**src/include/tile_mem_defs.svh**
```systemverilog
// Tile memory fabric definitions
`ifndef TILE_MEM_DEFS_SVH
`define TILE_MEM_DEFS_SVH

// Message field widths
`define TILE_MEM_ADDR_W 32
`define TILE_MEM_DATA_W 64
`define TILE_MEM_ID_W   4

// Local memory map
`define TILE_MEM_DRAM_BASE 32'h8000_0000
`define TILE_MEM_DEV_LSB   20

// Device codes in addr[DEV_LSB +: 4]
`define TILE_MEM_DEV_CLINT 4'd1
`define TILE_MEM_DEV_CFG   4'd2
`define TILE_MEM_DEV_CACHE 4'd3

// Config register indices, addr[7:3]
`define CFG_REG_FREEZE  5'd0
`define CFG_REG_DID     5'd1
`define CFG_REG_SCRATCH 5'd2

// CLINT offsets, addr[15:0]
`define CLINT_MSIP_OFS     16'h0000
`define CLINT_MTIMECMP_OFS 16'h4000
`define CLINT_MTIME_OFS    16'hBFF8

`endif
```
**src/rtl/tile_mem_pkg.sv**
```systemverilog
// Tile memory fabric types
`include "tile_mem_defs.svh"

package tile_mem_pkg;

  // Memory command opcode
  typedef enum logic [0:0] {
    MEM_RD = 1'b0,
    MEM_WR = 1'b1
  } mem_op_e;

  // Shared by commands and responses
  typedef struct packed {
    mem_op_e                     op;
    logic [`TILE_MEM_ID_W-1:0]   src_id;
    logic [`TILE_MEM_ADDR_W-1:0] addr;
    logic [`TILE_MEM_DATA_W-1:0] data;
  } mem_msg_t;

endpackage

```
**src/rtl/tile_mem_fabric.sv**
```systemverilog
// Tile memory-side device fabric
`timescale 1ns/1ps
`include "tile_mem_defs.svh"

module tile_mem_fabric
  (
  input  logic                      clk_i,
  input  logic                      rst_n_i,
  input  tile_mem_pkg::mem_msg_t    cmd_i,
  input  logic                      cmd_v_i,
  output logic                      cmd_ready_o,
  output tile_mem_pkg::mem_msg_t    resp_o,
  output logic                      resp_v_o,
  input  logic                      resp_ready_i,
  output tile_mem_pkg::mem_msg_t    ext_cmd_o,
  output logic                      ext_cmd_v_o,
  input  logic                      ext_cmd_ready_i,
  input  tile_mem_pkg::mem_msg_t    ext_resp_i,
  input  logic                      ext_resp_v_i,
  output logic                      ext_resp_yumi_o,
  input  logic [`TILE_MEM_ID_W-1:0] did_i,
  output logic                      freeze_o,
  output logic                      timer_irq_o,
  output logic                      software_irq_o
  );

  logic                   cfg_v, cfg_ready, cfg_resp_v, cfg_yumi;
  logic                   clint_v, clint_ready, clint_resp_v, clint_yumi;
  logic                   loop_v, loop_ready, loop_resp_v, loop_yumi;
  tile_mem_pkg::mem_msg_t cfg_resp, clint_resp, loop_resp;

  // Cache path goes straight out
  assign ext_cmd_o = cmd_i;

  mem_cmd_decode u_decode (
    .cmd_i(cmd_i), .cmd_v_i(cmd_v_i), .cmd_ready_o(cmd_ready_o),
    .cache_v_o(ext_cmd_v_o), .cache_ready_i(ext_cmd_ready_i),
    .cfg_v_o(cfg_v), .cfg_ready_i(cfg_ready),
    .clint_v_o(clint_v), .clint_ready_i(clint_ready),
    .loop_v_o(loop_v), .loop_ready_i(loop_ready)
  );

  cfg_regs u_cfg (
    .clk_i(clk_i), .rst_n_i(rst_n_i),
    .cmd_i(cmd_i), .cmd_v_i(cfg_v), .cmd_ready_o(cfg_ready),
    .resp_o(cfg_resp), .resp_v_o(cfg_resp_v), .resp_yumi_i(cfg_yumi),
    .did_i(did_i), .freeze_o(freeze_o)
  );

  clint_slice u_clint (
    .clk_i(clk_i), .rst_n_i(rst_n_i),
    .cmd_i(cmd_i), .cmd_v_i(clint_v), .cmd_ready_o(clint_ready),
    .resp_o(clint_resp), .resp_v_o(clint_resp_v), .resp_yumi_i(clint_yumi),
    .timer_irq_o(timer_irq_o), .software_irq_o(software_irq_o)
  );

  loopback_dev u_loop (
    .clk_i(clk_i), .rst_n_i(rst_n_i),
    .cmd_i(cmd_i), .cmd_v_i(loop_v), .cmd_ready_o(loop_ready),
    .resp_o(loop_resp), .resp_v_o(loop_resp_v), .resp_yumi_i(loop_yumi)
  );

  mem_resp_arb u_arb (
    .clk_i(clk_i), .rst_n_i(rst_n_i),
    .cache_resp_i(ext_resp_i), .cache_v_i(ext_resp_v_i), .cache_yumi_o(ext_resp_yumi_o),
    .cfg_resp_i(cfg_resp), .cfg_v_i(cfg_resp_v), .cfg_yumi_o(cfg_yumi),
    .clint_resp_i(clint_resp), .clint_v_i(clint_resp_v), .clint_yumi_o(clint_yumi),
    .loop_resp_i(loop_resp), .loop_v_i(loop_resp_v), .loop_yumi_o(loop_yumi),
    .resp_o(resp_o), .resp_v_o(resp_v_o), .resp_ready_i(resp_ready_i)
  );

endmodule

```
**src/rtl/mem_resp_arb.sv**
```systemverilog
// Response arbiter and queue
`timescale 1ns/1ps

module mem_resp_arb
  (
  input  logic                   clk_i,
  input  logic                   rst_n_i,
  input  tile_mem_pkg::mem_msg_t cache_resp_i,
  input  logic                   cache_v_i,
  output logic                   cache_yumi_o,
  input  tile_mem_pkg::mem_msg_t cfg_resp_i,
  input  logic                   cfg_v_i,
  output logic                   cfg_yumi_o,
  input  tile_mem_pkg::mem_msg_t clint_resp_i,
  input  logic                   clint_v_i,
  output logic                   clint_yumi_o,
  input  tile_mem_pkg::mem_msg_t loop_resp_i,
  input  logic                   loop_v_i,
  output logic                   loop_yumi_o,
  output tile_mem_pkg::mem_msg_t resp_o,
  output logic                   resp_v_o,
  input  logic                   resp_ready_i
  );

  tile_mem_pkg::mem_msg_t sel_msg;
  tile_mem_pkg::mem_msg_t fifo_mem [2];
  logic                   wr_ptr;
  logic                   rd_ptr;
  logic [1:0]             count;
  logic                   room;
  logic                   push;
  logic                   pop;

  assign room = (count != 2'd2);

  // Fixed priority, cache highest
  assign cache_yumi_o = room & cache_v_i;
  assign cfg_yumi_o   = room & cfg_v_i & ~cache_v_i;
  assign clint_yumi_o = room & clint_v_i & ~cache_v_i & ~cfg_v_i;
  assign loop_yumi_o  = room & loop_v_i & ~cache_v_i & ~cfg_v_i & ~clint_v_i;

  always_comb
  begin
    if (cache_v_i)
      sel_msg = cache_resp_i;
    else if (cfg_v_i)
      sel_msg = cfg_resp_i;
    else if (clint_v_i)
      sel_msg = clint_resp_i;
    else
      sel_msg = loop_resp_i;
  end

  assign push = cache_yumi_o | cfg_yumi_o | clint_yumi_o | loop_yumi_o;
  assign pop  = resp_v_o & resp_ready_i;

  always_ff @(posedge clk_i or negedge rst_n_i)
  begin
    if (!rst_n_i)
    begin
      wr_ptr <= 1'b0;
      rd_ptr <= 1'b0;
      count  <= 2'd0;
    end
    else
    begin
      if (push)
        wr_ptr <= ~wr_ptr;
      if (pop)
        rd_ptr <= ~rd_ptr;
      count <= count + {1'b0, push} - {1'b0, pop};
    end
  end

  always_ff @(posedge clk_i)
  begin
    if (push)
      fifo_mem[wr_ptr] <= sel_msg;
  end

  assign resp_o   = fifo_mem[rd_ptr];
  assign resp_v_o = (count != 2'd0);

endmodule

```
**src/rtl/loopback_dev.sv**
```systemverilog
// Zero-data loopback responder
`timescale 1ns/1ps

module loopback_dev
  (
  input  logic                   clk_i,
  input  logic                   rst_n_i,
  input  tile_mem_pkg::mem_msg_t cmd_i,
  input  logic                   cmd_v_i,
  output logic                   cmd_ready_o,
  output tile_mem_pkg::mem_msg_t resp_o,
  output logic                   resp_v_o,
  input  logic                   resp_yumi_i
  );

  logic                   accept;
  logic                   resp_v_r;
  tile_mem_pkg::mem_msg_t resp_r;

  assign cmd_ready_o = ~resp_v_r;
  assign accept      = cmd_v_i & cmd_ready_o;

  always_ff @(posedge clk_i or negedge rst_n_i)
  begin
    if (!rst_n_i)
      resp_v_r <= 1'b0;
    else if (accept)
      resp_v_r <= 1'b1;
    else if (resp_yumi_i)
      resp_v_r <= 1'b0;
  end

  // Header echoed, data always zero
  always_ff @(posedge clk_i)
  begin
    if (accept)
      resp_r <= '{op: cmd_i.op, src_id: cmd_i.src_id, addr: cmd_i.addr, data: '0};
  end

  assign resp_o   = resp_r;
  assign resp_v_o = resp_v_r;

endmodule

```
**src/rtl/clint_slice.sv**
```systemverilog
// Core-local interruptor
`timescale 1ns/1ps
`include "tile_mem_defs.svh"

module clint_slice
  (
  input  logic                   clk_i,
  input  logic                   rst_n_i,
  input  tile_mem_pkg::mem_msg_t cmd_i,
  input  logic                   cmd_v_i,
  output logic                   cmd_ready_o,
  output tile_mem_pkg::mem_msg_t resp_o,
  output logic                   resp_v_o,
  input  logic                   resp_yumi_i,
  output logic                   timer_irq_o,
  output logic                   software_irq_o
  );

  logic                        accept;
  logic                        is_wr;
  logic [15:0]                 ofs;
  logic                        sel_msip;
  logic                        sel_mtimecmp;
  logic                        sel_mtime;
  logic [`TILE_MEM_DATA_W-1:0] rd_data;
  logic                        msip_r;
  logic [`TILE_MEM_DATA_W-1:0] mtimecmp_r;
  logic [`TILE_MEM_DATA_W-1:0] mtime_r;
  logic                        resp_v_r;
  tile_mem_pkg::mem_msg_t      resp_r;

  assign cmd_ready_o  = ~resp_v_r;
  assign accept       = cmd_v_i & cmd_ready_o;
  assign is_wr        = (cmd_i.op == tile_mem_pkg::MEM_WR);
  assign ofs          = cmd_i.addr[15:0];
  assign sel_msip     = (ofs == `CLINT_MSIP_OFS);
  assign sel_mtimecmp = (ofs == `CLINT_MTIMECMP_OFS);
  assign sel_mtime    = (ofs == `CLINT_MTIME_OFS);

  always_comb
  begin
    rd_data = '0;
    if (sel_msip)
      rd_data[0] = msip_r;
    else if (sel_mtimecmp)
      rd_data = mtimecmp_r;
    else if (sel_mtime)
      rd_data = mtime_r;
  end

  always_ff @(posedge clk_i or negedge rst_n_i)
  begin
    if (!rst_n_i)
    begin
      msip_r     <= 1'b0;
      mtimecmp_r <= '1;
      mtime_r    <= '0;
    end
    else
    begin
      if (accept && is_wr && sel_msip)
        msip_r <= cmd_i.data[0];
      if (accept && is_wr && sel_mtimecmp)
        mtimecmp_r <= cmd_i.data;
      // Free-running unless software loads it
      if (accept && is_wr && sel_mtime)
        mtime_r <= cmd_i.data;
      else
        mtime_r <= mtime_r + 1'b1;
    end
  end

  always_ff @(posedge clk_i or negedge rst_n_i)
  begin
    if (!rst_n_i)
      resp_v_r <= 1'b0;
    else if (accept)
      resp_v_r <= 1'b1;
    else if (resp_yumi_i)
      resp_v_r <= 1'b0;
  end

  always_ff @(posedge clk_i)
  begin
    if (accept)
      resp_r <= '{op: cmd_i.op, src_id: cmd_i.src_id, addr: cmd_i.addr,
                  data: (is_wr ? '0 : rd_data)};
  end

  assign resp_o         = resp_r;
  assign resp_v_o       = resp_v_r;
  assign timer_irq_o    = (mtime_r >= mtimecmp_r);
  assign software_irq_o = msip_r;

endmodule

```
**src/rtl/cfg_regs.sv**
```systemverilog
// Tile configuration registers
`timescale 1ns/1ps
`include "tile_mem_defs.svh"

module cfg_regs
  (
  input  logic                      clk_i,
  input  logic                      rst_n_i,
  input  tile_mem_pkg::mem_msg_t    cmd_i,
  input  logic                      cmd_v_i,
  output logic                      cmd_ready_o,
  output tile_mem_pkg::mem_msg_t    resp_o,
  output logic                      resp_v_o,
  input  logic                      resp_yumi_i,
  input  logic [`TILE_MEM_ID_W-1:0] did_i,
  output logic                      freeze_o
  );

  logic                        accept;
  logic                        is_wr;
  logic [4:0]                  reg_idx;
  logic [`TILE_MEM_DATA_W-1:0] rd_data;
  logic                        freeze_r;
  logic [`TILE_MEM_DATA_W-1:0] scratch_r;
  logic                        resp_v_r;
  tile_mem_pkg::mem_msg_t      resp_r;

  assign cmd_ready_o = ~resp_v_r;
  assign accept      = cmd_v_i & cmd_ready_o;
  assign is_wr       = (cmd_i.op == tile_mem_pkg::MEM_WR);
  assign reg_idx     = cmd_i.addr[7:3];

  always_comb
  begin
    rd_data = '0;
    case (reg_idx)
      `CFG_REG_FREEZE:  rd_data[0] = freeze_r;
      `CFG_REG_DID:     rd_data[`TILE_MEM_ID_W-1:0] = did_i;
      `CFG_REG_SCRATCH: rd_data = scratch_r;
      default:          rd_data = '0;
    endcase
  end

  always_ff @(posedge clk_i or negedge rst_n_i)
  begin
    if (!rst_n_i)
    begin
      freeze_r  <= 1'b1;
      scratch_r <= '0;
    end
    else if (accept && is_wr)
    begin
      if (reg_idx == `CFG_REG_FREEZE)
        freeze_r <= cmd_i.data[0];
      if (reg_idx == `CFG_REG_SCRATCH)
        scratch_r <= cmd_i.data;
    end
  end

  // One-entry response slot
  always_ff @(posedge clk_i or negedge rst_n_i)
  begin
    if (!rst_n_i)
      resp_v_r <= 1'b0;
    else if (accept)
      resp_v_r <= 1'b1;
    else if (resp_yumi_i)
      resp_v_r <= 1'b0;
  end

  always_ff @(posedge clk_i)
  begin
    if (accept)
      resp_r <= '{op: cmd_i.op, src_id: cmd_i.src_id, addr: cmd_i.addr,
                  data: (is_wr ? '0 : rd_data)};
  end

  assign resp_o   = resp_r;
  assign resp_v_o = resp_v_r;
  assign freeze_o = freeze_r;

endmodule

```
**src/rtl/mem_cmd_decode.sv**
```systemverilog
// Memory command decode
`timescale 1ns/1ps
`include "tile_mem_defs.svh"

module mem_cmd_decode
  (
  input  tile_mem_pkg::mem_msg_t cmd_i,
  input  logic                   cmd_v_i,
  output logic                   cmd_ready_o,
  output logic                   cache_v_o,
  input  logic                   cache_ready_i,
  output logic                   cfg_v_o,
  input  logic                   cfg_ready_i,
  output logic                   clint_v_o,
  input  logic                   clint_ready_i,
  output logic                   loop_v_o,
  input  logic                   loop_ready_i
  );

  logic       is_local;
  logic [3:0] dev;
  logic       is_cache;
  logic       is_cfg;
  logic       is_clint;
  logic       is_loop;

  assign is_local = (cmd_i.addr < `TILE_MEM_DRAM_BASE);
  assign dev      = cmd_i.addr[`TILE_MEM_DEV_LSB +: 4];

  // Cache wins first, then cfg, then CLINT
  assign is_cache = ~is_local | (dev == `TILE_MEM_DEV_CACHE);
  assign is_cfg   = ~is_cache & (dev == `TILE_MEM_DEV_CFG);
  assign is_clint = ~is_cache & (dev == `TILE_MEM_DEV_CLINT);
  assign is_loop  = ~is_cache & ~is_cfg & ~is_clint;

  assign cmd_ready_o = cache_ready_i & cfg_ready_i & clint_ready_i & loop_ready_i;

  // Each valid waits on the other targets so a target never takes a
  // command that the source still holds
  assign cache_v_o = cmd_v_i & is_cache & cfg_ready_i & clint_ready_i & loop_ready_i;
  assign cfg_v_o   = cmd_v_i & is_cfg & cache_ready_i & clint_ready_i & loop_ready_i;
  assign clint_v_o = cmd_v_i & is_clint & cache_ready_i & cfg_ready_i & loop_ready_i;
  assign loop_v_o  = cmd_v_i & is_loop & cache_ready_i & cfg_ready_i & clint_ready_i;

endmodule

```
**config.mk**
```make
export PLATFORM = sky130hd
export DESIGN_NAME = tile_mem_fabric
export DESIGN_NICKNAME = d
export VERILOG_FILES = /design/src/rtl/tile_mem_pkg.sv /design/src/rtl/tile_mem_fabric.sv /design/src/rtl/mem_resp_arb.sv /design/src/rtl/loopback_dev.sv /design/src/rtl/clint_slice.sv /design/src/rtl/cfg_regs.sv /design/src/rtl/mem_cmd_decode.sv
export VERILOG_INCLUDE_DIRS = /design/src /design/src/include
export SDC_FILE = /design/constraint.sdc
export NUM_CORES = 1
export LEC_CHECK = 0
export ABC_AREA = 1
export BUFFER_PORTS_ARGS = -buffer_cell sky130_fd_sc_hd__buf_2
export CAP_MARGIN = 20
export CORE_ASPECT_RATIO = 1.5
export CORE_UTILIZATION = 58
export DETAILED_ROUTE_END_ITERATION = 16
export PLACE_DENSITY = 0.82
export REMOVE_ABC_BUFFERS = 1
export SYNTH_ARGS = -nofsm -noshare
export SYNTH_HDL_FRONTEND = slang
export SYNTH_SLANG_ARGS = --single-unit
```
**constraint.sdc**
```tcl
create_clock -name clk_i -period 8 [get_ports clk_i]
set_input_delay 1.6 -clock clk_i [delete_from_list [all_inputs] [get_ports clk_i]]
set_output_delay 1.6 -clock clk_i [all_outputs]
set_load 0.01 [all_outputs]
```
Yosys cells after proc, flatten, opt, wreduce, memory -nomap -nowiden
Memory sizes are Yosys's and may differ from the RTL's. Cells that the tools add are included.

Equality and inequality tests: 8. Bitwise logic cells: 52. Add/sub/neg operators: 3. Magnitude comparators: 2. Reduce and logical (&&, ||, !) cells: 15. Multiplexer cells: 17.

Operators with widths (number): $mux 101 (3); $mux 64 (3); $add 64x1->64 const B (1); $ge 64x64->1 (1); $and 1x1->1 (37); $lt 32x32->1 const B (1); $eq 16x15->1 const B (1); $eq 16x16->1 const B (1); $logic_not 16->1 (1); $not 1->1 (11); $mux 1 (9); $eq 4x2->1 const B (2); $reduce_bool 2->1 (4); $pmux 3 s2 (1); $eq 5x1->1 const B (1); $eq 5x2->1 const B (1); $logic_and 1x1->1 (5); $logic_not 5->1 (1); $eq 4x1->1 const B (1); $or 1x1->1 (4); $reduce_and 2->1 (2); $reduce_or 2->1 (2); $pmux 1 s3 (1); $add 2x1->2 (1); 2 further kinds (2).

Word-level logic and storage cells: 122. Bits in writable memories: 202. Memories: 1. Bits in registers: 440. Output and inout bits: 209.

Memories: u_arb.fifo_mem (words 2, width 101, rd ports 1, clocked after Yosys merged registers in 0, write ports 1, RTL line mem_resp_arb.sv:26) `tile_mem_pkg::mem_msg_t fifo_mem [2];`.

Depth between registers and ports, before layout
Word-level depth: 14. Gate-level depth with buffers: 15. Depth with buffers taken out: 15.

By module
A second synthesis with hierarchy kept.

Cells, all modules: 3697. Area total of the unflattened synthesis: 33261.9 sq um.

Modules (own cells, without submodules): clint_slice (cells each 1677, area an instance 13120.1 sq um, times used 1); mem_resp_arb (cells each 1235, area an instance 10986.8 sq um, times used 1); cfg_regs (cells each 544, area an instance 6616.3 sq um, times used 1); loopback_dev (cells each 109, area an instance 1647.8 sq um, times used 1); tile_mem_fabric (cells each 101, area an instance 758.2 sq um, times used 1); mem_cmd_decode (cells each 31, area an instance 132.6 sq um, times used 1).

Worst setup path before layout
Ideal clock, no wire load.

Path kind: input port to flip-flop. Start point: input ext_resp_v_i. End point: memory u_arb.fifo_mem[1][0] (netlist bit) (enable). Arrival: 6150 ps. Required time: 7437 ps. Path buffers: 0. Stages: 4. Path slack: 1287 ps. Cells stage by stage: nor2_1 a21oi_1 inv_1 nor2_1.

Cells in the longest elaborated chain, start to end: 7. Elaborated cells on any way between the ends: 13. Classes of those cells: mux (2); bitwise (11).

RTL lines: start, declared (RTL line tile_mem_fabric.sv:19) `input logic ext_resp_v_i,`; $not 1->1 (RTL line mem_resp_arb.sv:38, mem_resp_arb.sv:39, mem_resp_arb.sv:40); $and 1x1->1 (on tied branches) (RTL line mem_resp_arb.sv:38, mem_resp_arb.sv:39, mem_resp_arb.sv:40); $or 1x1->1, or another cell as far along (RTL line mem_resp_arb.sv:54) `assign push = cache_yumi_o | cfg_yumi_o | clint_yumi_o | loop_yumi_o;`; $or 1x1->1 / $and 1x1->1 (equally long branches) (RTL line mem_resp_arb.sv:54, mem_resp_arb.sv:40); $or 1x1->1 (*) (RTL line mem_resp_arb.sv:54); $mux 1 (*) (RTL line mem_resp_arb.sv:77) `if (push)`; $mux 1 (implied by the code) (*) (RTL line mem_resp_arb.sv:78) `fifo_mem[wr_ptr] <= sel_msg;`; end, declared (RTL line mem_resp_arb.sv:26).

Mark *: on every way between the ends. The rest lies on a longest branch, timed or not.

==> impl_summary.log <==
INFO  metric placedCellCount = a little over 4k
INFO  metric share_of_the_synthesized_netlist_area_taken_by_xor_and_xnor_gates = under 10%
INFO  metric async_s_r_ff_share_synth = around 31%
INFO  metric drt-vias-per-instance = 5.58
INFO  metric clkTransAtPathRegs = around 0.070 ns
INFO  metric required = between 6 and 7 ns
INFO  metric yosys_register_bits = roughly 640
INFO  metric outcome = complete, no violations
INFO  metric combinational_family_with_the_most_area_after_synthesis = simple AND/OR/NAND/NOR gates
INFO  metric areaGrowthSynthToFinish = 12.6%
INFO  metric clockBufferDepth = 3
INFO  metric synth.cell_area = slightly above 30000 um^2
INFO  metric final.fill_count = slightly above 4k
INFO  metric ys_types = 46
INFO  metric yosysMostFrequentCell = sky130_fd_sc_hd__nand2_1
INFO  metric leakage = around 0.014 uW
INFO  metric std_cell_rows = just over 100
INFO  metric routed_wl_per_cell = 19.0 um
INFO  metric synthesis.area_per_instance = around 9.5 um^2
INFO  metric clock-root-buffer = sky130_fd_sc_hd__clkbuf_16
INFO  metric path_max_fanout = around 80
INFO  metric timing.max_cap.violations = 0
INFO  metric stdcell_count = between 4k and 5k
INFO  metric synth.top_cells.by_count = 883 x sky130_fd_sc_hd__nand2_1, 441 x sky130_fd_sc_hd__edfxtp_1, 293 x sky130_fd_sc_hd__o21ai_0, 274 x sky130_fd_sc_hd__inv_1, 271 x sky130_fd_sc_hd__nor2_1
INFO  metric dieArea = ~54000 um^2
INFO  metric synth_cells = roughly 3.2k
INFO  metric detail_route.wirelength = between 70000 and 80000 um
INFO  metric cts_resized = 0
INFO  metric fp.dieH = approximately 280 um
INFO  metric coreArea = slightly above 50000 um^2
INFO  metric grt_start_max_net_pins = 128
INFO  metric holdBufCountCts = 0
INFO  metric min_path_type = flop to flop
INFO  metric dr_total_vias = ~23k
INFO  metric yosysSeqAreaShare = roughly three fifths
INFO  metric timing.final.max_slew_violations = 0
INFO  metric cts_tree = done
INFO  metric synth-compound-area-share = just over 10%
INFO  metric min_delay_path_depth = 2
INFO  metric power_density = around 250 nW/um^2
INFO  metric global_route_usage_over_all_layers = 29.7%
INFO  metric final_design_area_no_fill = ~34000 um^2
INFO  metric setup_viol = 0
INFO  metric count_of_flip_flops_with_a_built_in_enable_after_synthesis = around 440
INFO  metric place_ws = between 3 and 4 ns
INFO  metric cts.htree.levels = 2
INFO  metric worst-endpoint-arrival = just over 3 ns
INFO  metric post_cts_buffers = 0
INFO  metric final_layout_size_suffix_gt1_share = 18.2%
INFO  metric start_util = about three fifths
INFO  metric max-vdd-ir-drop = around 0.2 mV
INFO  metric worst_r2r_path_depth = 8
INFO  metric synth_top_cell_area_share = a little over two fifths
INFO  metric hold_violations = 0
INFO  metric placed_area = between 30000 and 40000 um^2
INFO  metric yosys_most_used_dff = sky130_fd_sc_hd__edfxtp_1
INFO  metric drc = 0
INFO  metric die_x = about 190 um
INFO  metric grt_antenna_before_repair = 3
INFO  metric gp_congestion = approximately 0.97
INFO  metric detail-route-antenna-nets = 0
INFO  metric nets = between 3k and 4k
INFO  metric dp.final_hpwl = 53800 um
INFO  metric ys.warnings.count = 0
INFO  metric yosys.area_share.adder = 2.74%
INFO  metric grt_first_pass_wirelength = 123000 um
INFO  metric launching_element_type_of_the_critical_path = flop
INFO  metric portion_of_the_clock_cycle_consumed_by_the_worst_path_in_the_final_layout = a little under 60%
INFO  metric synth_area_leaders = sky130_fd_sc_hd__edfxtp_1 43%, sky130_fd_sc_hd__dfrtp_1 11%, sky130_fd_sc_hd__nand2_1 11%
INFO  metric worstSetupEndpointType = output pin
INFO  metric detail_route.iter0.violations = between 1.5k and 2k
INFO  metric clock_latency = around 0.6 ns
INFO  metric place.port_buffers = 420
INFO  metric max_slew.worst_pin.slew = 1.04 ns
INFO  metric max_freq = approximately 210 MHz
INFO  metric drt_pass1_iterations = 5
INFO  metric timing.max_slew.rel_slack = a little under a third
INFO  metric seq_area = between 15000 and 20000 um^2
INFO  metric muxShareOfSynthArea = 0%
INFO  metric layout_setup_ws = approximately 3.3 ns
INFO  metric final.setup_skew = roughly 0.022 ns
INFO  metric critical_path_class = flop to output pin
INFO  metric first_global_vias = between 20k and 25k
INFO  metric cts-buffers-inserted = between 50 and 60
INFO  metric ant_diodes = 0
INFO  metric synth_simple_gate_area_share = about 18%
INFO  metric grt_remaining_overflow = 0
INFO  metric multiInputGateArea = slightly below 10000 um^2
INFO  metric layout_min_cycle_time = around 4.7 ns
INFO  metric pin_count = approximately 420
INFO  metric cts_num_sinks = between 600 and 700
INFO  metric rsz0062_at_grt = no
INFO  metric finalSetupTns = 0 ns
INFO  metric synth.largest_area_cell = sky130_fd_sc_hd__edfxtp_1
[stage by stage]
stage / hold slack [ns] / power, uW / utilization [%]
2_1_floorplan: 0.453 / 4990 / -
3_3_place_gp: 0.466 / 5650 / 62.7
3_5_place_dp: 0.470 / 5700 / 62.7
4_1_cts: 0.481 / 8540 / 66.5
5_1_grt: 0.490 / 8810 / 66.5
6_report: 0.478 / 8490 / 66.5
[where the power goes]
group	switching [uW]	total [uW]	internal, uW
clock network	1250	2870	1620
logic	1040	1510	470
registers	125	4110	3990
total	2410	8490	6080
[metal layers]
layer,share of wire (%),routed length [um],vias up,GRT usage [%]
met3,5.8,4590,204,3.20
met4,4.6,3660,4,13.8
met1,37,29400,11100,35.1
met5,0.039,31,-,0
met2,53,41900,924,53.6
li1,-,-,11100,-
[critical path, cell delays in order (launching register included)]
cell and delay (ns):
sky130_fd_sc_hd__dfrtp_4 0.71, sky130_fd_sc_hd__inv_4 0.40, sky130_fd_sc_hd__buf_4 0.83, sky130_fd_sc_hd__nand2_1 0.13
sky130_fd_sc_hd__nand2_1 0.14, sky130_fd_sc_hd__buf_2 0.14
[placed cells by master (no fill, tap or decap), types with 25 or more instances in the layout]
master | synthesis | final
sky130_fd_sc_hd__edfxtp_1 | 441 | 441
sky130_fd_sc_hd__a21oi_1 | 96 | 96
sky130_fd_sc_hd__ha_1 | 67 | 67
sky130_fd_sc_hd__o21ai_1 | 63 | 63
sky130_fd_sc_hd__a22oi_1 | 64 | 64
sky130_fd_sc_hd__o21ai_0 | 293 | 293
sky130_fd_sc_hd__nand3_1 | 148 | 146
sky130_fd_sc_hd__o211ai_1 | 37 | 37
sky130_fd_sc_hd__dfrtp_1 | 136 | 134
sky130_fd_sc_hd__clkbuf_16 | 0 | 58
sky130_fd_sc_hd__inv_1 | 274 | 272
sky130_fd_sc_hd__nor2_1 | 271 | 268
sky130_fd_sc_hd__dfstp_2 | 65 | 65
sky130_fd_sc_hd__nand2_1 | 883 | 882
sky130_fd_sc_hd__buf_2 | 34 | 418
sky130_fd_sc_hd__buf_4 | 102 | 25
[area by class of cell]
cell class	instances	area share [%]
Sequential cell	642	53.3
Clock inverter	36	1.15
Timing Repair Buffer	448	6.86
Multi-Input combinational cell	2036	28.7
Clock buffer	72	4.54
Tap cell	676	2.45
Inverter	279	3.05
[logic make-up (layout without fill, tap and decap cells)]
group | count (synthesis) | count (layout)
buf+inv | 531 | 835
flops | 642 | 642
fa+ha+maj | 67 | 67
compound gates | 569 | 569
simple gates | 1363 | 1363
xor+xnor | 37 | 37
[path summary, 6_finish.rpt]
check,start,to,slack [ns]
worst min-delay path,u_clint.mtimecmp_r[44]$_DFFE_PN1P_,u_clint.mtimecmp_r[44]$_DFFE_PN1P_,0.48
worst max-delay path,u_arb.rd_ptr$_DFFE_PN0P_,resp_o[95],3.31
max in group asynchronous,rst_n_i,u_cfg.resp_v_o$_DFFE_PN0P_,5.54
min in group asynchronous,rst_n_i,u_cfg.scratch_r[52]$_DFFE_PN0P_,1.07
worst min register to register,u_clint.mtimecmp_r[44]$_DFFE_PN1P_,u_clint.mtimecmp_r[44]$_DFFE_PN1P_,0.48
worst max register to register,u_cfg.resp_v_o$_DFFE_PN0P_,u_cfg.scratch_r[48]$_DFFE_PN0P_,4.47
[sequential cells by signal, indices dropped and copies added, names as in the netlist]
signal	count
u_arb.wr_ptr	1
u_cfg.freeze_o	1
u_clint.mtimecmp_r	64
u_cfg.scratch_r	64
u_clint.resp_o	101
u_clint.software_irq_o	1
u_arb.fifo_mem	202
u_cfg.resp_v_o	1
u_loop.resp_o	37
u_arb.rd_ptr	1
u_cfg.resp_o	101
u_clint.resp_v_o	1
u_loop.resp_v_o	1
u_clint.mtime_r	64
u_arb.count	2
No activity file was read; power rests on OpenSTA's default activity.
